===== src/rtl/todPkg.sv =====
package todPkg;

    ////////////////////
    // Field widths
    ////////////////////

    localparam int SecondsWidth = 32;
    localparam int FractionWidth = 32;
    localparam int TimestampWidth = SecondsWidth + FractionWidth;

    // Extra low bits keep the rounding error of the increment small
    localparam int FractionWiden = 12;
    localparam int AccumulatorWidth = FractionWidth + FractionWiden;

    // Filter time constant is 2**FilterL2Alpha seconds
    localparam int FilterL2Alpha = 4;

    localparam int StatusCounterWidth = 10;

    ////////////////////
    // Enums
    ////////////////////

    typedef enum logic [1:0] {
        EvNone,
        EvShiftZero,
        EvShiftOne,
        EvSecondsMarker
    } eventKindT;

    typedef enum logic [1:0] {
        DivIdle,
        DivRun,
        DivLoad
    } dividerStateT;

    ////////////////////
    // Block to block words
    ////////////////////

    typedef struct packed {
        eventKindT kind;
    } todEventT;

    typedef struct packed {
        logic [FractionWidth-1:0] value;
        logic                     overflow;
    } fractionT;

    typedef struct packed {
        logic [SecondsWidth-1:0] value;
        logic                    secondsValid;
    } secondsT;

    typedef struct packed {
        logic [StatusCounterWidth-1:0] tooManyBits;
        logic [StatusCounterWidth-1:0] tooFewBits;
        logic [StatusCounterWidth-1:0] outOfSeq;
    } statusCountsT;

endpackage


===== src/rtl/eventDecoder.sv =====
`timescale 1ns/1ps

module eventDecoder #(
    parameter logic [7:0] EvCodeShiftZero     = 8'h70,
    parameter logic [7:0] EvCodeShiftOne      = 8'h71,
    parameter logic [7:0] EvCodeSecondsMarker = 8'h7D
) (
    input  logic             clk,
    input  logic             rst,
    input  logic [7:0]       evCode,
    input  logic             evCodeValid,
    output todPkg::todEventT ev
);
    import todPkg::*;

    eventKindT kindNext;

    // Idle cycles and codes we do not care about both map to EvNone
    always_comb begin
        kindNext = EvNone;
        if (evCodeValid) begin
            case (evCode)
                EvCodeShiftZero:     kindNext = EvShiftZero;
                EvCodeShiftOne:      kindNext = EvShiftOne;
                EvCodeSecondsMarker: kindNext = EvSecondsMarker;
                default:             kindNext = EvNone;
            endcase
        end
    end

    // One cycle of latency, every downstream block sees the same event
    always_ff @(posedge clk) begin
        if (rst) begin
            ev <= '{kind: EvNone};
        end else begin
            ev <= '{kind: kindNext};
        end
    end

    // No stale event may leak out of reset into the counters downstream
    assert property (@(posedge clk) rst |=> ev.kind == EvNone);

endmodule


===== src/rtl/ppsRateTracker.sv =====
`timescale 1ns/1ps

module ppsRateTracker #(
    parameter int NominalClkRate = 125_000_000
) (
    input  logic                                clk,
    input  logic                                rst,
    input  todPkg::todEventT                    ev,
    output logic [todPkg::AccumulatorWidth-1:0] fractionIncrement,
    output logic                                ppsValid
);
    import todPkg::*;

    // Accepted marker spacing, 99 to 101 percent of nominal
    localparam int PpsEarly = NominalClkRate / 100 * 99;
    localparam int PpsLate = NominalClkRate / 100 * 101;
    localparam int PpsWindowLen = PpsLate - PpsEarly + 1;

    localparam int ClkCounterWidth = $clog2(PpsLate + 1);
    localparam int InitialWidth = $clog2(PpsEarly + 1) + 1;
    localparam int WindowWidth = $clog2(PpsWindowLen + 1) + 1;
    localparam int FilterWidth = ClkCounterWidth + FilterL2Alpha;
    localparam int DivCountWidth = $clog2(AccumulatorWidth + 1);

    localparam logic [FilterWidth-1:0] FilterReset =
        FilterWidth'(64'(NominalClkRate) << FilterL2Alpha);
    localparam logic [AccumulatorWidth-1:0] IncrementReset =
        AccumulatorWidth'((64'd1 << AccumulatorWidth) / 64'(NominalClkRate));

    logic                       isMarker;
    logic [ClkCounterWidth-1:0] clockCounter;
    logic [InitialWidth-1:0]    ppsInitial;
    logic [WindowWidth-1:0]     ppsWindow;
    logic                       initialDone;
    logic                       windowDone;
    logic                       inWindow;
    logic [2:0]                 validCount;

    logic [FilterWidth-1:0]      filterAcc;
    logic [ClkCounterWidth-1:0]  filteredRate;
    logic                        divStart;
    dividerStateT                divState;
    logic [DivCountWidth-1:0]    divBitsLeft;
    logic [ClkCounterWidth:0]    remainder;
    logic [ClkCounterWidth:0]    shiftedRem;
    logic [AccumulatorWidth-1:0] quotient;
    logic                        remFits;

    assign isMarker = ev.kind == EvSecondsMarker;

    // Down-counters go negative when done, so the sign bit is the flag
    assign initialDone = ppsInitial[InitialWidth-1];
    assign windowDone = ppsWindow[WindowWidth-1];
    assign inWindow = isMarker && initialDone && !windowDone;
    assign ppsValid = validCount[2];

    ////////////////////
    // Marker spacing
    ////////////////////

    always_ff @(posedge clk) begin
        if (rst) begin
            clockCounter <= '0;
            ppsInitial <= '0;
            ppsWindow <= '0;
            validCount <= '0;
        end else if (isMarker) begin
            clockCounter <= ClkCounterWidth'(1);
            ppsInitial <= InitialWidth'(PpsEarly - 2);
            ppsWindow <= WindowWidth'(PpsWindowLen - 1);
            if (!inWindow) begin
                validCount <= '0;
            end else if (!ppsValid) begin
                validCount <= validCount + 3'd1;
            end
        end else begin
            clockCounter <= clockCounter + 1'b1;
            if (!initialDone) begin
                ppsInitial <= ppsInitial - 1'b1;
            end else if (!windowDone) begin
                ppsWindow <= ppsWindow - 1'b1;
            end else begin
                // Window closed without a marker
                validCount <= '0;
            end
        end
    end

    // First-order low-pass, acc holds 2**FilterL2Alpha times the rate
    always_ff @(posedge clk) begin
        if (rst) begin
            filterAcc <= FilterReset;
            divStart <= 1'b0;
        end else begin
            divStart <= inWindow;
            if (inWindow) begin
                filterAcc <= filterAcc - (filterAcc >> FilterL2Alpha)
                           + FilterWidth'(clockCounter);
            end
        end
    end

    assign filteredRate = filterAcc[FilterWidth-1 -: ClkCounterWidth];

    ////////////////////
    // Increment divider
    ////////////////////

    // Restoring division of 2**AccumulatorWidth by the filtered rate
    assign shiftedRem = {remainder[ClkCounterWidth-1:0], 1'b0};
    assign remFits = shiftedRem >= {1'b0, filteredRate};

    always_ff @(posedge clk) begin
        if (rst) begin
            divState <= DivIdle;
            fractionIncrement <= IncrementReset;
        end else begin
            case (divState)
                DivIdle: begin
                    if (divStart) begin
                        divState <= DivRun;
                    end
                end
                DivRun: begin
                    if (divBitsLeft == DivCountWidth'(1)) begin
                        divState <= DivLoad;
                    end
                end
                DivLoad: begin
                    fractionIncrement <= quotient;
                    divState <= divStart ? DivRun : DivIdle;
                end
                default: divState <= DivIdle;
            endcase
        end
    end

    // Leading numerator bit is already in the remainder
    always_ff @(posedge clk) begin
        if (divState != DivRun) begin
            remainder <= (ClkCounterWidth + 1)'(1);
            quotient <= '0;
            divBitsLeft <= DivCountWidth'(AccumulatorWidth);
        end else begin
            remainder <= remFits ? shiftedRem - {1'b0, filteredRate} : shiftedRem;
            quotient <= {quotient[AccumulatorWidth-2:0], remFits};
            divBitsLeft <= divBitsLeft - 1'b1;
        end
    end

    // Starts are a full second apart, far longer than one division
    assert property (@(posedge clk) disable iff (rst) divStart |-> divState != DivRun);

endmodule


===== src/rtl/fractionAccumulator.sv =====
`timescale 1ns/1ps

module fractionAccumulator (
    input  logic                                clk,
    input  logic                                rst,
    input  todPkg::todEventT                    ev,
    input  logic [todPkg::AccumulatorWidth-1:0] fractionIncrement,
    output todPkg::fractionT                    frac
);
    import todPkg::*;

    logic [AccumulatorWidth-1:0] fracAcc;
    logic [AccumulatorWidth:0]   fracSum;
    logic                        overflowHeld;

    // Carry out of the widened sum means the second ran long
    assign fracSum = {1'b0, fracAcc} + {1'b0, fractionIncrement};

    always_ff @(posedge clk) begin
        if (rst) begin
            fracAcc <= '0;
            overflowHeld <= 1'b0;
        end else if (ev.kind == EvSecondsMarker) begin
            fracAcc <= '0;
            overflowHeld <= 1'b0;
        end else if (overflowHeld || fracSum[AccumulatorWidth]) begin
            // Pin at just under one second until the marker shows up
            fracAcc <= '1;
            overflowHeld <= 1'b1;
        end else begin
            fracAcc <= fracSum[AccumulatorWidth-1:0];
        end
    end

    // Drop the widening bits on the way out
    assign frac = '{
        value:    fracAcc[AccumulatorWidth-1 -: FractionWidth],
        overflow: overflowHeld
    };

endmodule


===== src/rtl/secondsReceiver.sv =====
`timescale 1ns/1ps

module secondsReceiver (
    input  logic                 clk,
    input  logic                 rst,
    input  todPkg::todEventT     ev,
    output todPkg::secondsT      secs,
    output todPkg::statusCountsT status
);
    import todPkg::*;

    localparam int BitsLeftWidth = $clog2(SecondsWidth + 1);

    logic                          isMarker;
    logic                          isShift;
    logic [SecondsWidth-1:0]       shiftReg;
    logic [BitsLeftWidth-1:0]      bitsLeft;
    logic                          tooManyFlag;
    logic                          exactBits;
    logic [SecondsWidth-1:0]       seconds;
    logic [SecondsWidth-1:0]       expectSeconds;
    logic                          secondsValid;
    logic [StatusCounterWidth-1:0] tooManyCnt;
    logic [StatusCounterWidth-1:0] tooFewCnt;
    logic [StatusCounterWidth-1:0] outOfSeqCnt;

    assign isMarker = ev.kind == EvSecondsMarker;
    assign isShift = (ev.kind == EvShiftZero) || (ev.kind == EvShiftOne);
    assign exactBits = (bitsLeft == '0) && !tooManyFlag;

    ////////////////////
    // Bit collection
    ////////////////////

    // MSB arrives first
    always_ff @(posedge clk) begin
        if (isShift) begin
            shiftReg <= {shiftReg[SecondsWidth-2:0], ev.kind == EvShiftOne};
        end
    end

    always_ff @(posedge clk) begin
        if (rst || isMarker) begin
            bitsLeft <= BitsLeftWidth'(SecondsWidth);
            tooManyFlag <= 1'b0;
        end else if (isShift) begin
            if (bitsLeft == '0) begin
                tooManyFlag <= 1'b1;
            end else begin
                bitsLeft <= bitsLeft - 1'b1;
            end
        end
    end

    ////////////////////
    // Seconds on marker
    ////////////////////

    always_ff @(posedge clk) begin
        if (rst) begin
            seconds <= '0;
            expectSeconds <= '0;
            secondsValid <= 1'b0;
            tooManyCnt <= '0;
            tooFewCnt <= '0;
            outOfSeqCnt <= '0;
        end else if (isMarker) begin
            if (exactBits) begin
                expectSeconds <= shiftReg + 1'b1;
                if (shiftReg == expectSeconds) begin
                    seconds <= shiftReg;
                    secondsValid <= 1'b1;
                end else begin
                    outOfSeqCnt <= outOfSeqCnt + 1'b1;
                    if (secondsValid) begin
                        seconds <= seconds + 1'b1;
                    end
                end
            end else begin
                if (tooManyFlag) begin
                    tooManyCnt <= tooManyCnt + 1'b1;
                end else begin
                    tooFewCnt <= tooFewCnt + 1'b1;
                end
                // Flywheel over the damaged second
                if (secondsValid) begin
                    seconds <= seconds + 1'b1;
                end
            end
        end
    end

    assign secs = '{value: seconds, secondsValid: secondsValid};
    assign status = '{tooManyBits: tooManyCnt, tooFewBits: tooFewCnt, outOfSeq: outOfSeqCnt};

    // Shift register holds still while a marker decides the second
    assert property (@(posedge clk) disable iff (rst)
        isMarker |=> shiftReg === $past(shiftReg));

endmodule


===== src/rtl/todAssembler.sv =====
`timescale 1ns/1ps

module todAssembler (
    input  logic                              clk,
    input  logic                              rst,
    input  todPkg::secondsT                   secs,
    input  todPkg::fractionT                  frac,
    input  logic                              ppsValid,
    output logic [todPkg::TimestampWidth-1:0] timestampHA,
    output logic                              timestampHAValid,
    output logic [todPkg::TimestampWidth-1:0] timestamp,
    output logic                              timestampValid
);
    import todPkg::*;

    logic [FractionWidth-1:0] ticks;
    logic [FractionWidth-1:0] tickNow;
    logic                     fracRestart;
    logic                     tickSaturated;
    logic                     stampValid;

    // Fraction reads zero right after a marker has cleared it
    assign fracRestart = (frac.value == '0) && !frac.overflow;

    // Tick field lines up with the fraction restart on the same cycle
    assign tickNow = fracRestart ? '0 : ticks;
    assign tickSaturated = tickNow[FractionWidth-1];

    always_ff @(posedge clk) begin
        if (rst) begin
            ticks <= '0;
        end else if (!tickSaturated) begin
            ticks <= tickNow + 1'b1;
        end
    end

    ////////////////////
    // Timestamps
    ////////////////////

    assign timestampHA = {secs.value, frac.value};
    assign timestamp = {secs.value, tickNow};

    // Any one of these makes the time of day untrustworthy
    assign stampValid = secs.secondsValid && ppsValid && !frac.overflow && !tickSaturated;

    assign timestampHAValid = stampValid;
    assign timestampValid = stampValid;

endmodule


===== src/rtl/todReceiver.sv =====
`timescale 1ns/1ps

module todReceiver #(
    parameter int         NominalClkRate      = 125_000_000,
    parameter logic [7:0] EvCodeShiftZero     = 8'h70,
    parameter logic [7:0] EvCodeShiftOne      = 8'h71,
    parameter logic [7:0] EvCodeSecondsMarker = 8'h7D
) (
    input  logic                              clk,
    input  logic                              rst,
    input  logic [7:0]                        evCode,
    input  logic                              evCodeValid,
    output logic [todPkg::TimestampWidth-1:0] timestampHA,
    output logic                              timestampHAValid,
    output logic [todPkg::TimestampWidth-1:0] timestamp,
    output logic                              timestampValid,
    output todPkg::statusCountsT              status
);
    import todPkg::*;

    todEventT                    ev;
    logic [AccumulatorWidth-1:0] fractionIncrement;
    logic                        ppsValid;
    fractionT                    frac;
    secondsT                     secs;

    eventDecoder #(
        .EvCodeShiftZero     (EvCodeShiftZero),
        .EvCodeShiftOne      (EvCodeShiftOne),
        .EvCodeSecondsMarker (EvCodeSecondsMarker)
    ) eventDecoder_i (
        .clk         (clk),
        .rst         (rst),
        .evCode      (evCode),
        .evCodeValid (evCodeValid),
        .ev          (ev)
    );

    // Fraction path
    ppsRateTracker #(
        .NominalClkRate (NominalClkRate)
    ) ppsRateTracker_i (
        .clk               (clk),
        .rst               (rst),
        .ev                (ev),
        .fractionIncrement (fractionIncrement),
        .ppsValid          (ppsValid)
    );

    fractionAccumulator fractionAccumulator_i (
        .clk               (clk),
        .rst               (rst),
        .ev                (ev),
        .fractionIncrement (fractionIncrement),
        .frac              (frac)
    );

    // Seconds path
    secondsReceiver secondsReceiver_i (
        .clk    (clk),
        .rst    (rst),
        .ev     (ev),
        .secs   (secs),
        .status (status)
    );

    todAssembler todAssembler_i (
        .clk              (clk),
        .rst              (rst),
        .secs             (secs),
        .frac             (frac),
        .ppsValid         (ppsValid),
        .timestampHA      (timestampHA),
        .timestampHAValid (timestampHAValid),
        .timestamp        (timestamp),
        .timestampValid   (timestampValid)
    );

endmodule


===== config.mk =====
export PLATFORM = sky130hd
export DESIGN_NAME = todReceiver
export DESIGN_NICKNAME = d
export VERILOG_FILES = /design/src/rtl/todPkg.sv /design/src/rtl/eventDecoder.sv /design/src/rtl/ppsRateTracker.sv /design/src/rtl/fractionAccumulator.sv /design/src/rtl/secondsReceiver.sv /design/src/rtl/todAssembler.sv /design/src/rtl/todReceiver.sv
export SDC_FILE = /design/constraint.sdc
export NUM_CORES = 1
export LEC_CHECK = 0
export ABC_AREA = 1
export BUFFER_PORTS_ARGS = -buffer_cell sky130_fd_sc_hd__clkbuf_2
export CAP_MARGIN = 20
export CORE_MARGIN = 2
export CORE_UTILIZATION = 40
export CTS_CLUSTER_DIAMETER = 60
export DETAILED_ROUTE_END_ITERATION = 16
export PLACE_DENSITY = 0.59
export SKIP_CTS_REPAIR_TIMING = 1
export SLEW_MARGIN = 20
export SYNTH_ARGS = -nofsm -noshare
export SYNTH_HDL_FRONTEND = slang
export SYNTH_SLANG_ARGS = --single-unit

===== constraint.sdc =====
create_clock -name clk -period 3.88 [get_ports clk]
set_clock_uncertainty 0.15 [all_clocks]
set_input_delay 0 -clock clk [delete_from_list [all_inputs] [get_ports clk]]
set_output_delay 0 -clock clk [all_outputs]
set_load 0.02 [all_outputs]

==> results by group <==
Power and ir drop
  • Sw power: 0.00347 W
  • Switching Share: 0.289
  • Pwr/cell area: 398 nW/um^2
  • Clock network fraction of total power: 0.434
  • Combinational power share: 0.143
  • Seq pwr share: 0.422
  • Maximum vdd ir drop: between 300 and 400 uV
  • Leakage power: 14.0 nW
  • P_int: 0.00852 W

CTS
  • CTS Sinks: roughly 450
  • Max clock buf depth: 3
  • TritonCTS buffer count: 54
  • Clock slew at reported path FFs: 0.06 ns
  • Root Driver: clkbuf_16
  • H-tree Lvls: 2
  • CTS tree: yes
  • Clock Latency Late Sink: 0.62 ns

Yosys
  • Synth Register Bits: 449
  • Post-Syn Nets: 4066
  • YS warnings: 0
  • Syn_area_per_cell: 6.92 um^2
  • Most used DFF post-synth: dfxtp_1
  • Seq/Total Area, Yosys: 0.344
  • Post-synth EDFFs: 32
  • Synthesized instance count: 3909
  • Mapped cell area: 27100 um^2
  • Synth cell types: 60
  • Asr flop ratio synth: 0

Worst setup path
  • CP arrival: about 3.2 ns
  • CP max FO: 17
  • Worst path bufs/invs: 3
  • Crit path launch type: flip-flop
  • Crit path max-delay family: simple AND/OR/NAND/NOR gates
  • Cell chain of the critical path: nor2_1 -> nand3_1 -> nand3b_1 -> nor2_2 -> buf_4 -> nor2_1 -> nor4_1 -> buf_4 -> clkbuf_2
  • CP endpoint kind: output pin
  • Kind of critical path: reg2out
  • CP max stage cell: nor2_1
  • CP required: 3.73 ns
  • CP max stage delay: 0.78 ns

Job
  • Max-cap violations: 0

Global routing
  • Overflow left after global routing: 0
  • GR Util All Layers: 0.205
  • Initial antenna violation count: 0
  • Vias in the first global route: 23000
  • First-pass GRT wire length: between 100 and 150 mm
  • Largest net degree at the start of global routing: 84

Place
  • Hpwl dp: 54.2 mm
  • Gpl congestion: 0.956
  • Port Buf Inserts: 170

Die
  • I/O pin total: ~170
  • Die area: around 70000 um^2
  • Die Height: between 200 and 300 um
  • Die X-Extent: approximately 260 um
  • Core Box Area: 67000 um^2
  • Initial core utilization: 0.404
  • Site row count: 95

STA
  • Max-slew headroom: 0.310
  • Final Hold Vio Count: 0
  • Final period utilization: 0.871
  • Final setup fails: 0
  • Setup TNS: 0 ns
  • Minimum clock period: 3.38 ns
  • Slew @ Worst Pin: between 1 and 1.5 ns
  • Worst hold slack: 0.0423 ns
  • RSZ-0062 raised after global routing: no
  • FMAX: just under 300 MHz
  • Slew Limit Fails: 0

Finish
  • Most frequent cells in the layout: nand2_1, inv_1, nor2_1, dfxtp_1, a21oi_1
  • Antenna cells: 0
  • Layout cells sized above 1: 0.0928
  • Layout area overhead: 11.4%
  • Most common cell after layout, fill and taps aside: nand2_1
  • Final net count: 4153

Route
  • Post-DR vias/cell: around 5
  • Total number of vias: roughly 25000
  • DR pass1 iterations: 6
  • WL/cell: 14.8 um
  • DRT Wirelength: 72.6 mm
  • Initial DRC Count: between 1500 and 2000
  • Post-route ant nets: 0
  • DRC errors left: 0

Worst hold path
  • Class of the worst hold path: in2reg

Status
  • Status: finished, final reports clean
routing by layer:
metal,part of all wire,track usage
met1,0.48,0.281
met2,0.45,0.340
met3,0.043,0.0257
met4,0.022,0.0519
met5,0,0
final timing paths:
path / startpoint / to / slack (ns) / cells past startpoint
setup / recovery: fractionAccumulator_i.overflowHeld$_SDFFE_PP0P_ / timestampHAValid / 0.50 / 9
setup reg to reg: fractionAccumulator_i.overflowHeld$_SDFFE_PP0P_ / todAssembler_i.ticks[12]$_SDFFE_PP0N_ / 0.57 / 11
hold / removal: evCode[2] / eventDecoder_i.ev[1]$_SDFF_PP0_ / 0.04 / 4
hold reg to reg: ppsRateTracker_i.quotient[8]$_SDFF_PP0_ / ppsRateTracker_i.quotient[9]$_SDFF_PP0_ / 0.27 / 2
cell usage after synthesis, types with 13 or more instances:
cell type,number,area share
nor3_1,76,0.014
xor2_1,78,0.025
o21bai_1,22,0.0061
nor2_2,14,0.0032
buf_4,68,0.019
a21o_1,14,0.0039
buf_2,18,0.0033
a21oi_1,339,0.063
o21ai_1,33,0.0061
nor4_1,13,0.0030
a31oi_1,15,0.0035
edfxtp_1,32,0.036
inv_1,567,0.079
nand3_1,179,0.033
ha_1,117,0.054
xnor2_1,60,0.019
nor2_1,482,0.067
dfxtp_1,417,0.31
o211ai_1,37,0.010
nand4_1,61,0.014
inv_2,16,0.0022
or2_2,13,0.0030
clkbuf_1,64,0.0089
fa_1,29,0.021
nand2_1,777,0.11
o21ai_0,240,0.044
worst register-to-register path, stage by stage, from the launching register on:
cell and delay (ns):
dfxtp_1 0.61, nor2_1 0.10, nand3_1 0.18, nand3b_1 0.20, nor2_2 0.05, buf_4 0.20
nor2_1 0.79, inv_2 0.39, nand2_1 0.21, nor2_1 0.09, o21ai_0 0.16, nor2_1 0.06
cell families (layout without fill, tap and decap cells):
kind of cell / count (synthesis) / count (layout) / synth area share
AOI/OAI and AO/OA: 743 / 743 / 0.149
xor gates and xnor gates: 138 / 138 / 0.0447
adders and majority gates: 146 / 146 / 0.0755
buffers and inverters: 746 / 877 / 0.115
DFF: 449 / 449 / 0.344
and+or+nand+nor: 1687 / 1687 / 0.272
metrics by stage:
step | std cells | utilization | total power, W | cell area, um^2 | worst slack (ns)
finish | 4913 | 0.450 | 0.0120 | 30100 | 0.501
global route | 4913 | 0.450 | 0.0126 | 30100 | 0.349
CTS | 4907 | 0.449 | 0.0121 | 30100 | 0.434
detailed placement | 4807 | 0.422 | 0.00687 | 28300 | 0.596
global placement | 4807 | 0.422 | 0.00686 | 28300 | 0.575
floorplan | 3909 | - | 0.00650 | 27100 | 1.16
layout make-up:
cell class	count	area (um^2)
fillers	6958	36900
multi-input cells	2714	14700
flip-flops and latches	449	9310
inverters	584	2200
clock buffers	70	1480
well taps	873	1090
repair buffers	193	1050
clock inverters	30	350
flip-flops by register name, summed over array words and instances, names as in the netlist, 2 cells and up:
signal and flops:
fractionAccumulator_i.fracAcc 44, ppsRateTracker_i.fractionIncrement 44, ppsRateTracker_i.quotient 44, secondsReceiver_i.expectSeconds 32, secondsReceiver_i.seconds 32, secondsReceiver_i.shiftReg 32, todAssembler_i.ticks 32, ppsRateTracker_i.filterAcc 31
ppsRateTracker_i.ppsInitial 28, ppsRateTracker_i.clockCounter 27, ppsRateTracker_i.remainder 27, ppsRateTracker_i.ppsWindow 23, secondsReceiver_i.outOfSeqCnt 10, secondsReceiver_i.tooFewCnt 10, secondsReceiver_i.tooManyCnt 10, ppsRateTracker_i.divBitsLeft 6
secondsReceiver_i.bitsLeft 6, ppsRateTracker_i.validCount 3, eventDecoder_i.ev 2, ppsRateTracker_i.divState 2
power by group through the flow:
stage / clock [W] / combinational (W) / sequential, W
finish: 0.00521 / 0.00172 / 0.00506
global route: 0.00553 / 0.00199 / 0.00509
floorplan: 0 / 0.00139 / 0.00511
CTS: 0.00535 / 0.00172 / 0.00506
global placement: 0 / 0.00170 / 0.00516
detailed placement: 0 / 0.00171 / 0.00516
Power figures use the tool's default switching activity.
